<file path="src/hdl/mipsPkg.sv">
//################################################
// shared words, instruction views, ALU and
// forwarding encodings, opcode and funct codes
//################################################
package mipsPkg;

    typedef logic [31:0] wordT;
    typedef logic [4:0] regAddrT;

    typedef struct packed {
        logic [5:0] opcode;
        regAddrT rs;
        regAddrT rt;
        regAddrT rd;
        logic [4:0] shamt;
        logic [5:0] funct;
    } rFieldsT;

    typedef struct packed {
        logic [5:0] opcode;
        regAddrT rs;
        regAddrT rt;
        logic [15:0] imm16;
    } iFieldsT;

    // one instruction word, seen as R or I format
    typedef union packed {
        rFieldsT r;
        iFieldsT i;
    } instrT;

    typedef enum logic [2:0] {aluAdd, aluSub, aluAnd, aluOr, aluSlt} aluOpT;

    // operand source, newest result first
    typedef enum logic [1:0] {fwdNone, fwdMem, fwdWb} fwdSelT;

    localparam logic [5:0] opRtype = 6'h00;
    localparam logic [5:0] opAddi = 6'h08;
    localparam logic [5:0] opLw = 6'h23;
    localparam logic [5:0] opSw = 6'h2b;
    localparam logic [5:0] opBeq = 6'h04;
    localparam logic [5:0] opBne = 6'h05;
    localparam logic [5:0] opHalt = 6'h3f;

    localparam logic [5:0] fnAdd = 6'h20;
    localparam logic [5:0] fnSub = 6'h22;
    localparam logic [5:0] fnAnd = 6'h24;
    localparam logic [5:0] fnOr = 6'h25;
    localparam logic [5:0] fnSlt = 6'h2a;

endpackage

</file>
<file path="src/hdl/hazardUnit.sv">
//################################################
// forwarding selects and load-use stall
//################################################
`timescale 1ns/1ps

module hazardUnit (
    input  mipsPkg::regAddrT idexRs,
    input  mipsPkg::regAddrT idexRt,
    input  mipsPkg::regAddrT ifidRs,
    input  mipsPkg::regAddrT ifidRt,
    input  mipsPkg::regAddrT exmemDst,
    input  mipsPkg::regAddrT wbAddr,
    input  logic idexMemRd,
    input  logic exmemRegWr,
    input  logic wbValid,
    output mipsPkg::fwdSelT fwdA,
    output mipsPkg::fwdSelT fwdB,
    output mipsPkg::fwdSelT fwdStore,
    output logic stall
);
    import mipsPkg::*;

    // EX/MEM holds the newer result, so it is checked first
    function automatic fwdSelT pick(regAddrT src, regAddrT memDst, logic memWr,
                                    regAddrT wbDst, logic wbWr);
        if (src != '0 && memWr && memDst == src) begin
            return fwdMem;
        end else if (src != '0 && wbWr && wbDst == src) begin
            return fwdWb;
        end
        return fwdNone;
    endfunction

    assign fwdA = pick(idexRs, exmemDst, exmemRegWr, wbAddr, wbValid);
    assign fwdB = pick(idexRt, exmemDst, exmemRegWr, wbAddr, wbValid);
    // store data takes the same rt path as operand B
    assign fwdStore = fwdB;

    // load result is not ready until it reaches MEM/WB
    assign stall = idexMemRd && (idexRt != '0) && (idexRt == ifidRs || idexRt == ifidRt);

endmodule

</file>
<file path="config.mk">
export PLATFORM = sky130hd
export DESIGN_NAME = hazardUnit
export DESIGN_NICKNAME = d
export VERILOG_FILES = /design/src/hdl/mipsPkg.sv /design/src/hdl/hazardUnit.sv
export SDC_FILE = /design/constraint.sdc
export NUM_CORES = 1
export LEC_CHECK = 0
export CORE_AREA = 2 2 39 41
export DETAILED_ROUTE_END_ITERATION = 16
export DIE_AREA = 0 0 41 43
export DONT_BUFFER_PORTS = 1
export PLACE_DENSITY = 0.47
export SLEW_MARGIN = 25
export SYNTH_ARGS = -nofsm -noshare
export SYNTH_HDL_FRONTEND = slang
export SYNTH_SLANG_ARGS = --single-unit
</file>
<file path="constraint.sdc">
create_clock -name vclk -period 1.58
set_clock_uncertainty 0.05 [all_clocks]
set_input_delay 0.079 -clock vclk [all_inputs]
set_output_delay 0.079 -clock vclk [all_outputs]
set_load 0.02 [all_outputs]
</file>
-- Yosys cells after proc, flatten, opt, wreduce, memory -nomap -nowiden
Cells that the tools add are included.
- input bits: 33
- ROM bits: 0
- memories kept: 0
- word-level logic and storage cells: 29
- latch bits: 0
- register bits: 0
- memory bits (writable): 0
- output and inout bits: 7
- divide/modulo/power cells: 0
- $add $sub $neg: 0
- reduce and logical (&&, ||, !) cells: 13
- shift operators: 0
- equality and inequality tests: 6
- bitwise logic cells: 0
- mux-type cells: 10
- magnitude comparators: 0
- $mul: 0
- operators with widths (kind ; number):
    5-bit equality test ; 6
    2-bit 2-to-1 mux ; 6
    1-bit logical AND ; 10
    5-bit nonzero test ; 2
    1-bit 2-to-1 mux ; 4
    1-bit logical OR ; 1

-- Longest topological paths before layout
- word-level depth: 6
- gate-level depth with buffers: 6
- depth with buffers taken out: 4

-- Worst setup path after synthesis
Ideal clock, no wire load.
- kind: in2out
- start: in idexRt[2]
- end: out fwdStore[1]
- required time: 1.451 ns
- arrival time: 1.757 ns
- path buffers: 2
- path slack: -0.306 ns
- cell stages on the path: 6
- cells stage by stage: buf_2 or4_4 nor2_4 nor4_2 nor4_2 buf_4
- longest elaborated chain between the ends: 6
- elaborated cells on any way between the ends: 11
- RTL lines (element ; line ; RTL):
    from (decl) ; hazardUnit.sv:8 ; input mipsPkg::regAddrT idexRt,
    5-bit nonzero test ; hazardUnit.sv:26, hazardUnit.sv:28 ;
    1-bit logical AND (2 in series) ; hazardUnit.sv:28 ; end else if (src != '0 && wbWr && wbDst == src) begin
    1-bit 2-to-1 mux ; hazardUnit.sv:28 ;
    1-bit 2-to-1 mux ; hazardUnit.sv:26 ; if (src != '0 && memWr && memDst == src) begin
    2-bit 2-to-1 mux * ; hazardUnit.sv:31 ; return fwdNone;
    to (decl) ; hazardUnit.sv:18 ; output mipsPkg::fwdSelT fwdStore,
Every way passes the cells marked *; elsewhere a longest branch is shown, timed or not.

-- Final worst setup path
- start: in idexRs[1]
- end: out fwdA[1]
- longest elaborated chain between the ends: 6
- elaborated cells on any way between the ends: 11
- RTL lines (element ; line ; RTL):
    from (decl) ; hazardUnit.sv:7 ; input mipsPkg::regAddrT idexRs,
    5-bit nonzero test ; hazardUnit.sv:26, hazardUnit.sv:28 ;
    1-bit logical AND (2 in series) ; hazardUnit.sv:28 ;
    1-bit 2-to-1 mux ; hazardUnit.sv:28 ;
    1-bit 2-to-1 mux ; hazardUnit.sv:26 ;
    2-bit 2-to-1 mux * ; hazardUnit.sv:31 ;
    to (decl) ; hazardUnit.sv:16 ; output mipsPkg::fwdSelT fwdA,
Marked as above.

==> results.md <==
- Post-route fraction of the period consumed by the critical path: 0.9010
- Peak supply drop: around 64 uV
- Gpl congestion: 0.8063
- Global-route wire length before repair: around 1.6 mm
- Placement row count: 14
- Die W: 41 um
- Number of antenna repair diodes: 0
- Outcome: complete, no violations
- GRT Util Overall: 0.1229
- Cell Area, Synth: 441.7 sq um
- Share of the core filled with cells in the final layout: 0.3454
- Remaining antenna violation count: 0
- Overflow left after global routing: 0
- Core area: 1384 sq um
- Number of instances resized during post-cts repair: 0
- Number of iterations in the first detailed-routing pass: 4
- Die Ht: 43 um
- Synthesized netlist cell count: 57
- Setup Crit Path Kind: input pin to output pin
- Final HPWL from detailed placement: about 900 um
- Maximum number of pins on one net before global-route repair: 7
- Critical path data arrival time: 1290 ps
- Largest fanout on the critical path: 3
- Setup repair after global routing missed its margin: false
- Final Slew Violations: 0
- Post-Synthesis Net Count: 90
- Final net count: 90
- Number of different library cells in the post-synthesis netlist: 18
- Highest clock frequency the design can meet: 702.4 MHz
- Number of violations reported at the end of detailed-routing iteration 0: 3
- Area added between synthesis and finish: 8.215%
- Yosys warning count: 0
- Leakage: around 0.00013 uW
- Post-Layout Cell Count: 71
- Vias in the first global route: 357
- Hold crit path type: input pin to output pin
- Critical path required time: 1450 ps
- Io pins: 40
- Via density: 5.197
- Power per cell area: 201.1 nW/um^2
- TNS Setup: 0 ps
- Startpoint types: input pin
- DRC errors left: 0
- Relative max-transition margin: 0.7068
- Layout cell share with drive strength beyond 1: 0.1818
- Routed length per instance: 14.27 um
- Max-capacitance violation count: 0
- Number of setup violations in the final report: 0
- DIE AREA: 1763 sq um
- Transition time at the pin with the least slew margin: 435.8 ps
- Sequential cell area: 0 sq um
- Initial antenna violation count: 0
- Critical Path Sink Type: output pin
- Count of sequential standard cells: 0
- Number of hold violations in the final report: 0
- Effective utilization at floorplan: 0.3192
- Avg Synthesized Cell Area: 7.749 sq um
- Post-CTS repair timing setup buffer count: 0
- DP Cell Count: 71
- Final wirelength: 1.013 mm
- Number of buffer cells added on primary ports: 0
- Period minus WS final: 1424 ps
- Post-CTS Hold Fix Bufs: 0
- Routed via count: 369
- Number of clock buffer instances in the layout: 0
- Seq/Total Area, Yosys: 0
## synth_stat cells
library cell | count | area (sq um)
nor4_2 | 2 | 25.02
nor4_1 | 2 | 12.51
or4_1 | 1 | 7.510
buf_4 | 2 | 15.01
nor2_4 | 1 | 11.26
xnor2_1 | 20 | 175.2
xor2_1 | 10 | 87.58
nand3_1 | 2 | 10.01
buf_2 | 3 | 15.01
buf_6 | 1 | 11.26
nand4_1 | 4 | 25.02
or4_4 | 1 | 11.26
clkbuf_1 | 1 | 3.750
nand2_1 | 2 | 7.510
a21oi_1 | 1 | 5.000
nor3_1 | 2 | 10.01
o21ai_0 | 1 | 5.000
nor2_1 | 1 | 3.750
## cell usage in the layout, fill, tap and decap left out
master	netlist	final
nand4_1	4	4
nand2_1	2	2
xnor2_1	20	20
nor4_2	2	1
nand3_1	2	2
or4_1	1	1
nor2_4	1	1
buf_4	2	5
nor3_1	2	2
nor4_1	2	1
o21ai_0	1	1
xor2_1	10	10
a21oi_1	1	1
nor2_1	1	1
nor4_4	0	2
or4_4	1	1
## layer usage
metal	GRT usage	vias to the layer above	part of all wire
met1	0.1867	160	0.41
li1	-	187	-
met3	0.03665	0	0.12
met4	0	0	0
met5	0	-	0
met2	0.1781	22	0.47
## worst paths after layout
check | start | endpoint | cells after the start
min | idexMemRd | stall | 2
max | idexRs[1] | fwdA[1] | 5
## critical path, stage by stage
cell	delay (ps)
or4_1	520
nor2_1	160
nor4_1	110
nor4_2	250
buf_4	180
## logic make-up (layout without fill, tap and decap cells)
family	after synthesis	count (layout)	share of synthesized area
AO/OA/AOI/OAI	2	2	0.02264
XOR/XNOR	30	30	0.5949
AND/OR/NAND/NOR	18	18	0.2804
buffers and inverters	7	5	0.1020
## area by class of cell
| cell class | instances | area [sq um] |
|---|---|---|
| Timing Repair Buffer | 5 | 37.54 |
| Multi-Input combinational cell | 50 | 420.4 |
| Tap cell | 16 | 20.02 |
| Fill cell | 151 | 905.9 |
## metrics by stage
| step | worst slack, ps | cell area, sq um | power, uW | hold WS, ps |
|---|---|---|---|---|
| after global placement | 187.0 | 478.0 | 96.86 | 268.1 |
| after floorplan | -133.1 | 475.5 | 106.6 | 228.1 |
| final | 156.4 | 478.0 | 96.10 | 265.2 |
| after detailed placement | 163.1 | 478.0 | 96.71 | 265.8 |
| after global routing | 65.12 | 478.0 | 106.7 | 301.6 |
| after CTS | 158.3 | 478.0 | 97.46 | 267.4 |
## report_power, final
group / leakage (uW) / switching [uW] / total [uW] / internal [uW]
logic: 0.000134 / 38.3 / 96.1 / 57.8
clock network: 0 / 0 / 0 / 0
registers: 0 / 0 / 0 / 0
Power figures use the tool's default switching activity.
