File: config.mk
export PLATFORM = sky130hd
export DESIGN_NAME = executeStage
export DESIGN_NICKNAME = d
export VERILOG_FILES = /design/src/hdl/mipsPkg.sv /design/src/hdl/executeStage.sv
export SDC_FILE = /design/constraint.sdc
export NUM_CORES = 1
export LEC_CHECK = 0
export BUFFER_PORTS_ARGS = -buffer_cell sky130_fd_sc_hd__buf_2
export CELL_PAD_IN_SITES_DETAIL_PLACEMENT = 1
export CELL_PAD_IN_SITES_GLOBAL_PLACEMENT = 1
export CORE_MARGIN = 1.5
export CORE_UTILIZATION = 37
export CTS_CLUSTER_DIAMETER = 40
export DETAILED_ROUTE_END_ITERATION = 16
export PLACE_DENSITY_LB_ADDON = 0.12
export SYNTH_ARGS = -nofsm -noshare
export SYNTH_HDL_FRONTEND = slang
export SYNTH_SLANG_ARGS = --single-unit
File: constraint.sdc
create_clock -name clk -period 5.4 [get_ports clk]
set_clock_uncertainty 0.05 [all_clocks]
set_input_delay 0.81 -clock clk [delete_from_list [all_inputs] [get_ports clk]]
set_output_delay 0.81 -clock clk [all_outputs]
set_load 0.005 [all_outputs]
File: src/hdl/mipsPkg.sv
//################################################
// shared words, instruction views, ALU and
// forwarding encodings, opcode and funct codes
//################################################
package mipsPkg;

    typedef logic [31:0] wordT;
    typedef logic [4:0] regAddrT;

    typedef struct packed {
        logic [5:0] opcode;
        regAddrT rs;
        regAddrT rt;
        regAddrT rd;
        logic [4:0] shamt;
        logic [5:0] funct;
    } rFieldsT;

    typedef struct packed {
        logic [5:0] opcode;
        regAddrT rs;
        regAddrT rt;
        logic [15:0] imm16;
    } iFieldsT;

    // one instruction word, seen as R or I format
    typedef union packed {
        rFieldsT r;
        iFieldsT i;
    } instrT;

    typedef enum logic [2:0] {aluAdd, aluSub, aluAnd, aluOr, aluSlt} aluOpT;

    // operand source, newest result first
    typedef enum logic [1:0] {fwdNone, fwdMem, fwdWb} fwdSelT;

    localparam logic [5:0] opRtype = 6'h00;
    localparam logic [5:0] opAddi = 6'h08;
    localparam logic [5:0] opLw = 6'h23;
    localparam logic [5:0] opSw = 6'h2b;
    localparam logic [5:0] opBeq = 6'h04;
    localparam logic [5:0] opBne = 6'h05;
    localparam logic [5:0] opHalt = 6'h3f;

    localparam logic [5:0] fnAdd = 6'h20;
    localparam logic [5:0] fnSub = 6'h22;
    localparam logic [5:0] fnAnd = 6'h24;
    localparam logic [5:0] fnOr = 6'h25;
    localparam logic [5:0] fnSlt = 6'h2a;

endpackage

File: src/hdl/executeStage.sv
//################################################
// forwarding muxes, ALU, branch decision and
// EX/MEM register
//################################################
`timescale 1ns/1ps

module executeStage (
    input  logic clk,
    input  logic rstN,
    input  logic run,
    input  logic idexRegWr,
    input  logic idexMemRd,
    input  logic idexMemWr,
    input  logic idexMemToReg,
    input  logic idexBranchEq,
    input  logic idexBranchNe,
    input  logic idexAluSrcImm,
    input  logic idexHalt,
    input  mipsPkg::aluOpT idexAluOp,
    input  mipsPkg::wordT idexRsData,
    input  mipsPkg::wordT idexRtData,
    input  mipsPkg::wordT idexImm,
    input  mipsPkg::wordT idexBranchTarget,
    input  mipsPkg::regAddrT idexDst,
    input  mipsPkg::wordT wbData,
    input  mipsPkg::fwdSelT fwdA,
    input  mipsPkg::fwdSelT fwdB,
    input  mipsPkg::fwdSelT fwdStore,
    output logic branchTaken,
    output mipsPkg::wordT branchTarget,
    output mipsPkg::wordT exmemAluResult,
    output mipsPkg::wordT exmemStoreData,
    output mipsPkg::regAddrT exmemDst,
    output logic exmemRegWr,
    output logic exmemMemRd,
    output logic exmemMemWr,
    output logic exmemMemToReg,
    output logic exmemHalt
);
    import mipsPkg::*;

    wordT opA, rtFwd, opB, storeFwd, aluOut;

    function automatic wordT pick(fwdSelT sel, wordT regVal, wordT memVal, wordT wbVal);
        case (sel)
            fwdMem: return memVal;
            fwdWb: return wbVal;
            default: return regVal;
        endcase
    endfunction

    assign opA = pick(fwdA, idexRsData, exmemAluResult, wbData);
    assign rtFwd = pick(fwdB, idexRtData, exmemAluResult, wbData);
    assign storeFwd = pick(fwdStore, idexRtData, exmemAluResult, wbData);
    // addi, lw and sw take the immediate
    assign opB = idexAluSrcImm ? idexImm : rtFwd;

    always_comb begin
        case (idexAluOp)
            aluSub: aluOut = opA - opB;
            aluAnd: aluOut = opA & opB;
            aluOr: aluOut = opA | opB;
            aluSlt: aluOut = {31'b0, $signed(opA) < $signed(opB)};
            default: aluOut = opA + opB;
        endcase
    end

    // compare uses the register value of rt, never the immediate
    assign branchTaken = (idexBranchEq && opA == rtFwd) || (idexBranchNe && opA != rtFwd);
    assign branchTarget = idexBranchTarget;

    always_ff @(posedge clk) begin
        if (!rstN || !run) begin
            exmemRegWr <= 1'b0;
            exmemMemRd <= 1'b0;
            exmemMemWr <= 1'b0;
            exmemMemToReg <= 1'b0;
            exmemHalt <= 1'b0;
        end else begin
            exmemRegWr <= idexRegWr;
            exmemMemRd <= idexMemRd;
            exmemMemWr <= idexMemWr;
            exmemMemToReg <= idexMemToReg;
            exmemHalt <= idexHalt;
        end
    end

    always_ff @(posedge clk) begin
        exmemAluResult <= aluOut;
        exmemStoreData <= storeFwd;
        exmemDst <= idexDst;
    end

endmodule

# == Yosys cells after proc, flatten, opt, wreduce, memory -nomap -nowiden ==
# Cells that the tools add are included.
# op_classes
add_sub_neg,2
magnitude_cmp,1
eq_ne,12
n_mux,5
n_bitwise,2
reduce_logical,6
# op_table
op,count
$pmux 32 s2,3
$pmux 32 s4,1
$add 32x32->32,1
$and 32x32->32,1
$eq 32x32->1,1
$lt 32x32->1,1
$mux 32,1
$ne 32x32->1,1
$or 32x32->32,1
$sub 32x32->32,1
$eq 2x1->1 const B,3
$eq 2x2->1 const B,3
$eq 3x2->1 const B,2
$eq 3x1->1 const B,1
$eq 3x3->1 const B,1
$logic_and 1x1->1,2
$logic_not 1->1,2
$logic_or 1x1->1,2
# totals
regBits,74
wordCells,36

# == Longest topological paths before layout ==
# depth
word_depth,5
depth_mapped,18

# == Worst setup path after synthesis ==
# Ideal clock, no wire load.
# synth_path
path_type,in2reg
start,in fwdB[0]
end,reg exmemAluResult[22]
setup_ps,122
t_arrival_ps,4513
t_required_ps,5228
setup_slack_ps,715
path_stages,17
path_buffers,2
path_cell_list,inv_1 -> ha_1 -> clkbuf_1 -> buf_1 -> nor2_1 -> a21oi_1 -> o21ai_0 -> ha_1 -> fa_1 -> or2_1 -> a221oi_2 -> o211a_1 -> nor3_4 -> o31ai_4 -> a21oi_1 -> a211o_1 -> a221o_1
# synth_via
elab_chain_cells,5
elab_cells_between_ends,9
# synth_lines
item,line,rtl
"start, declared",executeStage.sv:27,"input mipsPkg::fwdSelT fwdB,"
$eq 2x2->1 / $eq 2x1->1 (equally long branches),executeStage.sv:45,case (sel)
$pmux 32 s2 *,executeStage.sv:45,
$mux 32 *,executeStage.sv:56,assign opB = idexAluSrcImm ? idexImm : rtFwd;
$add 32x32->32 (tied with other cells),executeStage.sv:64,default: aluOut = opA + opB;
$pmux 32 s4 *,executeStage.sv:59,case (idexAluOp)
net aluOut[22],executeStage.sv:42,"wordT opA, rtFwd, opB, storeFwd, aluOut;"
"end signal, assigned",executeStage.sv:89,exmemAluResult <= aluOut;
"end, declared",executeStage.sv:31,"output mipsPkg::wordT exmemAluResult,"
# Mark *: on every way through the listed nets, which the timed path passes. The rest lies on a longest branch.
# A chain may end at the register's enable or synchronous reset.

# == Worst setup path in the final report ==
# layout_path
start,in fwdA[0]
end,out branchTaken
# layout_via
elab_chain_cells,5
elab_cells_between_ends,8
# layout_lines
item,line,rtl
"start, declared",executeStage.sv:26,"input mipsPkg::fwdSelT fwdA,"
$eq 2x2->1 / $eq 2x1->1 (equally long branches),executeStage.sv:45,
$pmux 32 s2 *,executeStage.sv:45,
$eq 32x32->1 / $ne 32x32->1 (equally long branches),executeStage.sv:69,assign branchTaken = (idexBranchEq && opA == rtFwd) || (idexBranchNe && opA != rtFwd);
$logic_and 1x1->1,executeStage.sv:69,
$logic_or 1x1->1 *,executeStage.sv:69,
"end, declared",executeStage.sv:29,"output logic branchTaken,"
# Mark *: on every way between the ends. The rest lies on a longest branch, timed or not.

==> impl_metrics.tcl <==
set metrics [dict create \
    grt_max_degree 65 \
    synth.area.top_cells "dfxtp_1, ha_1, a22oi_1, a21oi_1, nor2_1" \
    htreeDepth 3 \
    synth_edf_count 0 \
    crit_end "branchTaken" \
    cp-end-kind "output port" \
    drv_cap 0 \
    synth-seq-cells 74 \
    multi_input_area_mm2 0.00681 \
    setup_viol 0 \
    slew_headroom 0.331 \
    clock_latency_ps 360 \
    fmax_mhz 199 \
    rows 57 \
    routedWlPerCell_um 23.3 \
    ir_drop_mv 0.165 \
    worstPathMaxFanout 40 \
    reg2reg_depth 14 \
    cts_tree "done" \
    path_clk_slew_ps 70 \
    grt_pass1_wl_um 62500 \
    port_buffers 227 \
    placed_area_mm2 0.0106 \
    routed_wl_um 42000 \
    die_area_mm2 0.0258 \
    globalplace.congestion 0.930 \
    cts_root_buffer "clkbuf_16" \
    yosysTopAreaCell "dfxtp_1" \
    r2r_start "exmemAluResult[0]" \
    synthArstFlopShare 0 \
    whs_ps 506 \
    detail-route-antenna-nets 0 \
    drt-initial-drc-count 790 \
    syn_avg_cell_area_um2 7.05 \
    post-route-util 0.447 \
    powerDensity_mw_per_mm2 302 \
    final_nets 1761 \
    area_growth_pct 18.5 \
    synth_fp_nets 1595 \
    grt-ovfl-total 0 \
    cts.path.max_buffers 2 \
    initial_core_util 0.377 \
    clock_sinks 74 \
    p_leak_nw 5.20 \
    viasPerCell 5.90 \
    die_w_um 161 \
    synth_top_cell_area_share 0.161 \
    final.period_utilization 0.932 \
    final_max_slew_viol_count 0 \
    die_y_um 161 \
    period_needed_ps 5030 \
    grt_pass1_vias 10200 \
    cts_buffers 9 \
    final_common_cell "buf_2" \
    drc 0 \
    num_io_pins 292 \
    syn-cell-area_mm2 0.00920 \
    seq_area_mm2 0.00148 \
    antenna_found_initial 0 \
    first_pass_iters 5 \
    yosysUniqueCellTypes 76 \
    crit_arrival_ps 4170 \
    finalHoldViolCount 0 \
    start_kind "primary input" \
    coreArea_mm2 0.0244 \
    antenna_cells 0 \
    r2r_slack_ps 1160 \
    tightest_slew_ps 1000 \
    crit_start "fwdA[0]" \
    cts_setup_buffers 0 \
    ys_seq_area_frac 0.161 \
    drive_gt1_frac 0.215 \
    syn_inst 1306 \
    yosys_warnings 0 \
    final_cell_area_mm2 0.0109 \
    ys.flop_type "dfxtp_1" \
    fill_cells 3203 \
    setup_tns_ps 0 \
    post_cts_resized 0 \
    crit_required_ps 4540 \
    postCtsHoldBufs 0 \
    vias 10600 \
    grt_usage 0.316 \
    p_total_mw 3.29 \
    min_path_type "primary input to flop" \
    critPathKind "primary input to output port" \
    r2r_end "exmemAluResult[30]" \
    final_cell_mix "buf_2, nor2_1, a21oi_1, nand2_1, inv_1" \
    hpwl_um 33600 \
    rsz0062_at_grt "no" \
    outcome "finished, final reports clean" \
]
==> sequential cells by signal, summed over array words and instances, names as in the netlist <==
| name | count |
|---|---|
| exmemRegWr | 1 |
| exmemMemToReg | 1 |
| exmemHalt | 1 |
| exmemDst | 5 |
| exmemMemWr | 1 |
| exmemAluResult | 32 |
| exmemMemRd | 1 |
| exmemStoreData | 32 |
==> where the power goes <==
group	leakage [nW]	switching (mW)	internal [mW]
clock	0.150	0.281	0.376
sequential	0.621	0.149	0.665
combinational	4.43	1.12	0.696
total	5.20	1.55	1.74
==> cell usage after synthesis (5+ instances only) <==
cell type / number
nor4_1: 11
xor2_1: 33
nor2b_1: 15
a21o_1: 17
a211o_1: 7
o21bai_1: 7
o22ai_1: 6
nand2_1: 104
o21ai_0: 98
buf_4: 32
o211a_1: 7
o221ai_1: 15
buf_1: 10
mux2i_1: 6
nor2_1: 149
o21a_1: 5
a22oi_1: 101
a21oi_1: 136
o31ai_1: 10
nand3_1: 10
o31a_1: 5
o211ai_1: 11
nor3_1: 12
and2_1: 6
a211oi_1: 13
clkbuf_1: 71
nand4_1: 9
a221o_1: 24
dfxtp_1: 74
nand2b_1: 17
and3_1: 8
inv_1: 102
ha_1: 102
==> through the flow <==
step	cells	worst slack, ps
after floorplan	1306	715
after global placement	1785	252
after detailed placement	1785	192
after CTS	1801	387
after global routing	1801	181
final	1801	368
==> layout make-up <==
| cell class | instances | area share |
|---|---|---|
| clock buffer | 10 | 0.0219 |
| inverter | 102 | 0.0351 |
| multi-input combinational | 1013 | 0.625 |
| clock inverter | 6 | 0.00666 |
| timing repair buffer | 272 | 0.139 |
| sequential | 74 | 0.136 |
| tap | 324 | 0.0372 |
==> worst min-delay path by stage <==
| stage | from | to | depth (start not counted) |
|---|---|---|---|
| 5_1_grt | idexDst[1] | exmemDst[1] | 1 |
| 3_3_place_gp | exmemAluResult[13] | exmemStoreData[13] | 2 |
| 2_1_floorplan | exmemAluResult[31] | exmemStoreData[31] | 2 |
| 3_5_place_dp | exmemAluResult[16] | exmemStoreData[16] | 2 |
| 4_1_cts | idexDst[2] | exmemDst[2] | 1 |
| 6_report | idexDst[2] | exmemDst[2] | 1 |
==> cell families (layout without fill, tap and decap cells) <==
group,count (synthesis),after routing,synth area share
AOI/OAI and AO/OA,505,505,0.372
and+or+nand+nor,359,359,0.176
buffers and inverters,219,390,0.103
adders and majority gates,104,104,0.143
DFF,74,74,0.161
xor gates and xnor gates,37,37,0.0352
muxes,8,8,0.00897
==> metal layers <==
| layer | part of all wire | wire (um) | up-vias | global-route usage |
|---|---|---|---|---|
| li1 | - | - | 5000 | - |
| met1 | 0.48 | 20100 | 5167 | 0.463 |
| met2 | 0.43 | 18200 | 419 | 0.492 |
| met3 | 0.069 | 2920 | 42 | 0.0390 |
| met4 | 0.018 | 741 | 0 | 0.0711 |
| met5 | 0 | 0 | - | 0 |
==> worst max-delay path, cell delays in order <==
cell and delay, ps:
buf_2 100, inv_1 40, ha_2 560, buf_12 240, nor2_1 70, a21oi_1 390, xor2_1 300, nor4_1 620
nand4_1 160, nor2_1 330, mux2_2 390, buf_2 130
Note: power is estimated with default switching activity, not from simulation.
