==> src/hdl/mipsPkg.sv <==
//################################################
// shared words, instruction views, ALU and
// forwarding encodings, opcode and funct codes
//################################################
package mipsPkg;

    typedef logic [31:0] wordT;
    typedef logic [4:0] regAddrT;

    typedef struct packed {
        logic [5:0] opcode;
        regAddrT rs;
        regAddrT rt;
        regAddrT rd;
        logic [4:0] shamt;
        logic [5:0] funct;
    } rFieldsT;

    typedef struct packed {
        logic [5:0] opcode;
        regAddrT rs;
        regAddrT rt;
        logic [15:0] imm16;
    } iFieldsT;

    // one instruction word, seen as R or I format
    typedef union packed {
        rFieldsT r;
        iFieldsT i;
    } instrT;

    typedef enum logic [2:0] {aluAdd, aluSub, aluAnd, aluOr, aluSlt} aluOpT;

    // operand source, newest result first
    typedef enum logic [1:0] {fwdNone, fwdMem, fwdWb} fwdSelT;

    localparam logic [5:0] opRtype = 6'h00;
    localparam logic [5:0] opAddi = 6'h08;
    localparam logic [5:0] opLw = 6'h23;
    localparam logic [5:0] opSw = 6'h2b;
    localparam logic [5:0] opBeq = 6'h04;
    localparam logic [5:0] opBne = 6'h05;
    localparam logic [5:0] opHalt = 6'h3f;

    localparam logic [5:0] fnAdd = 6'h20;
    localparam logic [5:0] fnSub = 6'h22;
    localparam logic [5:0] fnAnd = 6'h24;
    localparam logic [5:0] fnOr = 6'h25;
    localparam logic [5:0] fnSlt = 6'h2a;

endpackage

==> src/hdl/decodeStage.sv <==
//################################################
// control decode, register file, immediate and
// branch target, ID/EX register
//################################################
`timescale 1ns/1ps

module decodeStage (
    input  logic clk,
    input  logic rstN,
    input  logic run,
    input  logic stall,
    input  logic branchTaken,
    input  mipsPkg::instrT ifidInstr,
    input  mipsPkg::wordT ifidPcNext,
    input  logic wbValid,
    input  mipsPkg::regAddrT wbAddr,
    input  mipsPkg::wordT wbData,
    output logic halting,
    output logic idexRegWr,
    output logic idexMemRd,
    output logic idexMemWr,
    output logic idexMemToReg,
    output logic idexBranchEq,
    output logic idexBranchNe,
    output logic idexAluSrcImm,
    output logic idexHalt,
    output mipsPkg::aluOpT idexAluOp,
    output mipsPkg::wordT idexRsData,
    output mipsPkg::wordT idexRtData,
    output mipsPkg::wordT idexImm,
    output mipsPkg::wordT idexBranchTarget,
    output mipsPkg::regAddrT idexRs,
    output mipsPkg::regAddrT idexRt,
    output mipsPkg::regAddrT idexDst
);
    import mipsPkg::*;

    logic regWr, memRd, memWr, memToReg, branchEq, branchNe, aluSrcImm, haltNow;
    logic haltedQ;
    logic bubble;
    aluOpT aluOp;
    regAddrT rs, rt;
    wordT rsData, rtData, imm;
    wordT regs [32];

    assign rs = ifidInstr.r.rs;
    assign rt = ifidInstr.r.rt;
    assign imm = {{16{ifidInstr.i.imm16[15]}}, ifidInstr.i.imm16};
    assign bubble = !run || stall || branchTaken;

    always_comb begin
        regWr = 1'b0;
        memRd = 1'b0;
        memWr = 1'b0;
        memToReg = 1'b0;
        branchEq = 1'b0;
        branchNe = 1'b0;
        aluSrcImm = 1'b0;
        haltNow = 1'b0;
        aluOp = aluAdd;
        case (ifidInstr.i.opcode)
            opRtype: begin
                regWr = 1'b1;
                case (ifidInstr.r.funct)
                    fnAdd: aluOp = aluAdd;
                    fnSub: aluOp = aluSub;
                    fnAnd: aluOp = aluAnd;
                    fnOr: aluOp = aluOr;
                    fnSlt: aluOp = aluSlt;
                    // unknown funct, including the all-zero no-op
                    default: regWr = 1'b0;
                endcase
            end
            opAddi: begin
                regWr = 1'b1;
                aluSrcImm = 1'b1;
            end
            opLw: begin
                regWr = 1'b1;
                memRd = 1'b1;
                memToReg = 1'b1;
                aluSrcImm = 1'b1;
            end
            opSw: begin
                memWr = 1'b1;
                aluSrcImm = 1'b1;
            end
            opBeq: branchEq = 1'b1;
            opBne: branchNe = 1'b1;
            opHalt: haltNow = 1'b1;
            default: ;
        endcase
    end

    // write-through so a same-cycle writeback is seen
    assign rsData = (rs == '0) ? '0 : (wbValid && wbAddr == rs) ? wbData : regs[rs];
    assign rtData = (rt == '0) ? '0 : (wbValid && wbAddr == rt) ? wbData : regs[rt];

    always_ff @(posedge clk) begin
        if (!rstN) begin
            for (int i = 0; i < 32; i++) begin
                regs[i] <= '0;
            end
        end else if (wbValid && wbAddr != '0) begin
            regs[wbAddr] <= wbData;
        end
    end

    // PC stays frozen once the halt has moved on
    always_ff @(posedge clk) begin
        if (!rstN || !run) begin
            haltedQ <= 1'b0;
        end else if (haltNow && !stall && !branchTaken) begin
            haltedQ <= 1'b1;
        end
    end

    assign halting = haltNow || haltedQ;

    always_ff @(posedge clk) begin
        if (!rstN || bubble) begin
            idexRegWr <= 1'b0;
            idexMemRd <= 1'b0;
            idexMemWr <= 1'b0;
            idexMemToReg <= 1'b0;
            idexBranchEq <= 1'b0;
            idexBranchNe <= 1'b0;
            idexAluSrcImm <= 1'b0;
            idexHalt <= 1'b0;
            idexAluOp <= aluAdd;
        end else begin
            idexRegWr <= regWr;
            idexMemRd <= memRd;
            idexMemWr <= memWr;
            idexMemToReg <= memToReg;
            idexBranchEq <= branchEq;
            idexBranchNe <= branchNe;
            idexAluSrcImm <= aluSrcImm;
            idexHalt <= haltNow;
            idexAluOp <= aluOp;
        end
    end

    always_ff @(posedge clk) begin
        idexRsData <= rsData;
        idexRtData <= rtData;
        idexImm <= imm;
        idexBranchTarget <= ifidPcNext + (imm << 2);
        idexRs <= rs;
        idexRt <= rt;
        idexDst <= (ifidInstr.i.opcode == opRtype) ? ifidInstr.r.rd : rt;
    end

endmodule

==> config.mk <==
export PLATFORM = sky130hd
export DESIGN_NAME = decodeStage
export DESIGN_NICKNAME = d
export VERILOG_FILES = /design/src/hdl/mipsPkg.sv /design/src/hdl/decodeStage.sv
export SDC_FILE = /design/constraint.sdc
export NUM_CORES = 2
export LEC_CHECK = 0
export ABC_CLOCK_PERIOD_IN_PS = 6100
export BUFFER_PORTS_ARGS = -buffer_cell sky130_fd_sc_hd__buf_4
export CAP_MARGIN = 25
export CELL_PAD_IN_SITES_DETAIL_PLACEMENT = 2
export CELL_PAD_IN_SITES_GLOBAL_PLACEMENT = 2
export CORE_MARGIN = 2
export CORE_UTILIZATION = 33
export DETAILED_ROUTE_END_ITERATION = 12
export GPL_TIMING_DRIVEN = 0
export PLACE_DENSITY_LB_ADDON = 0.1
export SLEW_MARGIN = 25
export SYNTH_ARGS = -nofsm -noshare
export SYNTH_HDL_FRONTEND = slang
export SYNTH_SLANG_ARGS = --single-unit
export TNS_END_PERCENT = 5
==> constraint.sdc <==
create_clock -name clk -period 6.1 [get_ports clk]
set_clock_uncertainty 0.2 [all_clocks]
set_input_delay 0.915 -clock clk [delete_from_list [all_inputs] [get_ports clk]]
set_output_delay 0.915 -clock clk [all_outputs]
set_load 0.02 [all_outputs]
# After elaboration in Yosys (flattened, before gate mapping)

Memories as Yosys holds them, arrays and structs flattened.
Index checks and enable logic that the tools add are counted.

Bits in read-only memories: 0
Flip-flop bits (word level): 138
Latch bits: 0
Memories kept: 1
Output and inout port bits: 155
Memory bits (writable): 1024

Memories:

| memory | depth | bits a word | rd ports | clocked after Yosys merged registers in | write ports | line              | RTL |
|---|---|---|---|---|---|---|---|
| regs   | 32    | 32          | 2        | 0                                       | 32          | decodeStage.sv:44 | `wordT regs [32];` |

Reductions and logical operators: 23
Bitwise operators: 1
Mux-type cells: 19
$lt $le $gt $ge: 0
Div/mod/pow operators: 0
Shifts and indexed selects: 0
Eq/ne operators: 13
$mul: 0
$add $sub $neg: 1

Operator list:

| cell                                                                  | count |
|---|---|
| 32-bit 2-to-1 mux                                                     | 3 |
| 6-bit equality test, second input constant                            | 8 |
| 32-bit adder                                                          | 1 |
| 32-bit OR reduction                                                   | 1 |
| 6-bit by 3-bit equality test with 1-bit output, second input constant | 2 |
| 1-bit 2-to-1 mux                                                      | 12 |
| 3-bit case mux with 4 select lines                                    | 1 |
| 5-bit equality test                                                   | 2 |
| 5-bit logical NOT                                                     | 2 |
| 5-bit 2-to-1 mux                                                      | 2 |
| 6-bit by 4-bit equality test with 1-bit output, second input constant | 1 |
| 6-bit logical NOT                                                     | 1 |
| 1-bit logical AND                                                     | 5 |
| 1-bit logical OR                                                      | 5 |
| 5-bit nonzero test                                                    | 1 |
| 5-bit OR reduction                                                    | 1 |
| 1-bit logical NOT                                                     | 4 |
| 2-bit OR reduction                                                    | 2 |
| 3-bit OR reduction                                                    | 1 |
| 1-bit case mux with 2 select lines                                    | 1 |
| 1-bit NOT                                                             | 1 |

# Longest topological paths before layout

Depth after elaboration: 7
Mapped depth: 11

# Worst setup path after synthesis

Ideal clock, no wire load.

Path type: input to register
Start point: input port wbAddr[2]
End point: memory regs[24][0] in the netlist's numbering (enable)
Stages on the path: 6
Setup time: 0.466 ns
Buffers on the path: 3
Path slack: 1.371 ns
Arrival: 4.063 ns
Data required time: 5.434 ns
Cells stage by stage: buf_2 -> or3_1 -> clkbuf_1 -> nand3b_1 -> clkbuf_1 -> o21ai_0

RTL lines:

| what            | line              | RTL |
|---|---|---|
| start, declared | decodeStage.sv:16 | `input mipsPkg::regAddrT wbAddr,` |
| end, declared   | decodeStage.sv:44 |  |

# Final worst setup path

Start point: input port ifidInstr[22] in the netlist's numbering
End point: register idexRsData[20]

Longest elaborated chain between the ends: 3

RTL lines:

| what                                                                            | line               | RTL |
|---|---|---|
| start, declared                                                                 | decodeStage.sv:13  | `input mipsPkg::instrT ifidInstr,` |
| parallel branches: the longest is 3 deep, another holds memory read 32 x 32 bit | --                 |  |
| end signal, assigned                                                            | decodeStage.sv:145 | `idexRsData <= rsData;` |
| end, declared                                                                   | decodeStage.sv:28  | `output mipsPkg::wordT idexRsData,` |

Several ways; the timed one is not identified.
A chain may end at the register's enable or synchronous reset.

==> results.ini <==
[yosys]
synth_common_cells = 1,024 x edfxtp_1, 994 x and2_1, 580 x mux4_2
synth_top_cell_area_share = 0.516
yosys.cell_count.top_type = edfxtp_1
ys_seq_area_frac = 0.563
yosysTopAreaCell = edfxtp_1
synth_cells = 3868
synth.cell_area_mm2 = 0.0596
synth.area.top_cells = edfxtp_1 52%, mux4_2 22%, and2_1 10%
synth.distinct_cells = 63
synthArstFlopShare = 0
ys_ff_latch = 1162
synth_flop_cell = edfxtp_1
yosysWarnings = 0
synth-edff-count = 1024
syn_area_per_cell_um2 = 15.4

[global_route]
globalRouteTotalUtil = 0.289
gr-total-overflow = 0
grt_pass1_vias = 42114
antenna_found_initial = 19
grt_first_pass_wirelength_um = 361000
grt_max_degree = 25

[placed_design]
placedInstanceArea_mm2 = 0.0674
dp.cells = 6603
place_ws_ns = 0.772
globalplace.congestion = 0.916
portBuffers = 257
post-dp-hpwl_um = 201000

[timing]
final_max_slew_viol_count = 0
finalSetupViolCount = 0
finalHoldViolCount = 0
rsz0062_at_grt = false
tightest_slew_ns = 1.19
fmax_mhz = 192
finalWorstSetupSlack_ns = 0.900
slew_headroom = 0.208
fin_crit_ns = 5.20
fin_crit_sh = 0.852

[clocking]
h-tree-depth = 4
clock_path_buffers = 3
cts_buffers = 147
cts_sinks = 1162
clk_root_buffer_cell = clkbuf_16
cts_tree = yes
postCtsResizedCells = 0
worstSkewPairLatency_ns = 0.81
cts.clk_slew.worst_paths_ns = 0.06

[final_layout]
layout-drive-gt1-share = 0.305
final_cells = 6893
syn2layout_area_growth_pct = 21.2
final_area_mm2 = 0.0722
nets = 4551

[outcome]
status = completed

[routing]
routed_wl_um = 267000
viasPerCell = 5.76
avgRoutedWirePerCell_um = 38.8
via_count = 39681
final_antenna_net_count = 0
drc = 0
dr.pass1.iters = 5
drt_iter0_drc = 4739

[worst_setup_path]
cpMostUsedCell = buf_2
rrSetupSlack_ns = 3.36
worstPathRequired_ns = 6.61
cp-end-kind = flop
crit_slowest_cell = clkbuf_2
reg2regPathDepth = 4
r2r-start = regs[28][17]
setup.worst_path.end = idexRsData[20]
cp.arrival_ns = 5.71
path_max_fanout = 10
start_kind = primary input
worst_r2r_endpoint = idexRsData[17]
critPathMaxStageDelay_ns = 0.65
startpoint = ifidInstr[22]
cp_cell_sequence = dlygate4sd3_1, buf_4, buf_2, buf_2, buf_2, nand2_1, clkbuf_2, o221ai_1, a21oi_1, o21ai_1, o21ai_0, o21ai_0
worstSetupPathType = in -> reg

[power]
finalPower_uw = 21400
p_leak_uw = 0.0255
powerDensity_mw_per_mm2 = 296
ir_drop_mv = 0.230

[floorplanning]
start_util = 0.333
die-width_um = 429
dieHeight_um = 429
core-area_mm2 = 0.179
die_area_mm2 = 0.184
num_io_pins = 262
row_count = 155

[run]
drv_cap = 0

[worst_hold_path]
hold_class = in -> reg

final cells by class:
cell class,count,area [µm²]
Antenna cell,8,20.0
Buffer,406,1840
Clock inverter,55,492
Clock buffer,210,4160
Inverter,14,55.1
Multi-Input combinational cell,2317,24700
Timing Repair Buffer,366,4450
Fill cell,17462,107000
Tap cell,2355,2950
Sequential cell,1162,33500
sequential cells by signal, indices dropped and copies added, names as in the netlist:
name,count
regs,1024
idexAluOp,3
idexRs,5
idexRtData,32
idexDst,5
idexBranchTarget,32
idexBranchEq,1
idexBranchNe,1
idexMemWr,1
idexImm,16
haltedQ,1
idexRt,5
idexHalt,1
idexMemToReg,1
idexRsData,32
idexRegWr,1
idexAluSrcImm,1
cells by family after synthesis:
group	after synthesis	synth area share
adder cells (fa/ha/maj)	30	0.00643
other	1	0.0000630
XOR/XNOR	38	0.00559
flip-flops	1162	0.563
multiplexers	719	0.243
AND/OR/NAND/NOR	1224	0.122
buffers and inverters	420	0.0303
AO/OA/AOI/OAI	274	0.0298
worst min path at each step:
stage                   from    endpoint  depth (start not counted)
2_1_floorplan        haltedQ     haltedQ                          1
3_3_place_gp         haltedQ     haltedQ                          1
4_1_cts         ifidInstr[0]  idexImm[0]                          1
5_1_grt        ifidInstr[23]   idexRs[2]                          1
6_report        ifidInstr[0]  idexImm[0]                          1
3_5_place_dp         haltedQ     haltedQ                          1
layer usage:
layer	GRT usage	vias up	wire, µm
li1	-	15949	-
met1	0.383	21499	111000
met2	0.462	1777	125000
met3	0.0515	456	18400
met4	0.134	0	13700
met5	0	-	0
cell usage in the layout, fill, tap and decap left out, types with 6 or more instances in the layout:
master         Yosys  layout
nor3_1             6       6
a21oi_1           49      49
o31ai_1           12      11
buf_4             32     289
mux2i_1          104     104
bufinv_16          0       9
dlygate4sd3_1      0      17
mux4_2           580     580
nor2_1           103     103
ha_1              29      29
conb_1             1      32
a221oi_1          13      13
clkbuf_2           0      59
nand3_1           15      15
clkinv_1           0      23
edfxtp_1        1024    1024
o221ai_1          22      22
o21bai_1           9       9
clkbuf_16          0     155
dfxtp_1          138     138
and2_1           994     994
o21ai_4            0      31
clkbuf_8           0       7
o21ai_0           80      48
mux2_2            35      35
xnor2_1           18      18
a211oi_1          42      38
clkinv_2           0      17
nand2_1           67      67
buf_2             68      82
nor2b_1            6       6
inv_1             13      12
o22ai_1           11      11
clkbuf_1         291     280
xor2_1            20      20
a21o_1            14      14
buf_16             0      78
diode_2            0       8
what timing repair did:
action,CTS,global route
endpoints found under the hold margin,17,0
buffers inserted,0,0
hold buffers,17,0
per-stage QoR:
step | hold slack, ns | utilization | TNS, ns
after global placement | 0.262 | 0.361 | -2767.58
after CTS | 0.00143 | 0.404 | 0
after global routing | 0.0408 | 0.404 | 0
final | 0.0682 | 0.404 | 0
after detailed placement | 0.267 | 0.377 | 0
after floorplan | 0.251 | - | 0
power breakdown:
part | switching (µW) | leakage (µW) | internal, µW
Combinational | 1930 | 0.0123 | 1350
Sequential | 240 | 0.0109 | 9170
Clock | 3600 | 0.00227 | 5100
Total | 5770 | 0.0255 | 15600
worst max-delay path: cells and delay by family:
kind                   cells  cell delay [ns]
and+or+nand+nor            1             0.64
buffers and inverters      6             2.55
AOI/OAI and AO/OA          5             1.54
(Power assumes the default switching activity.)
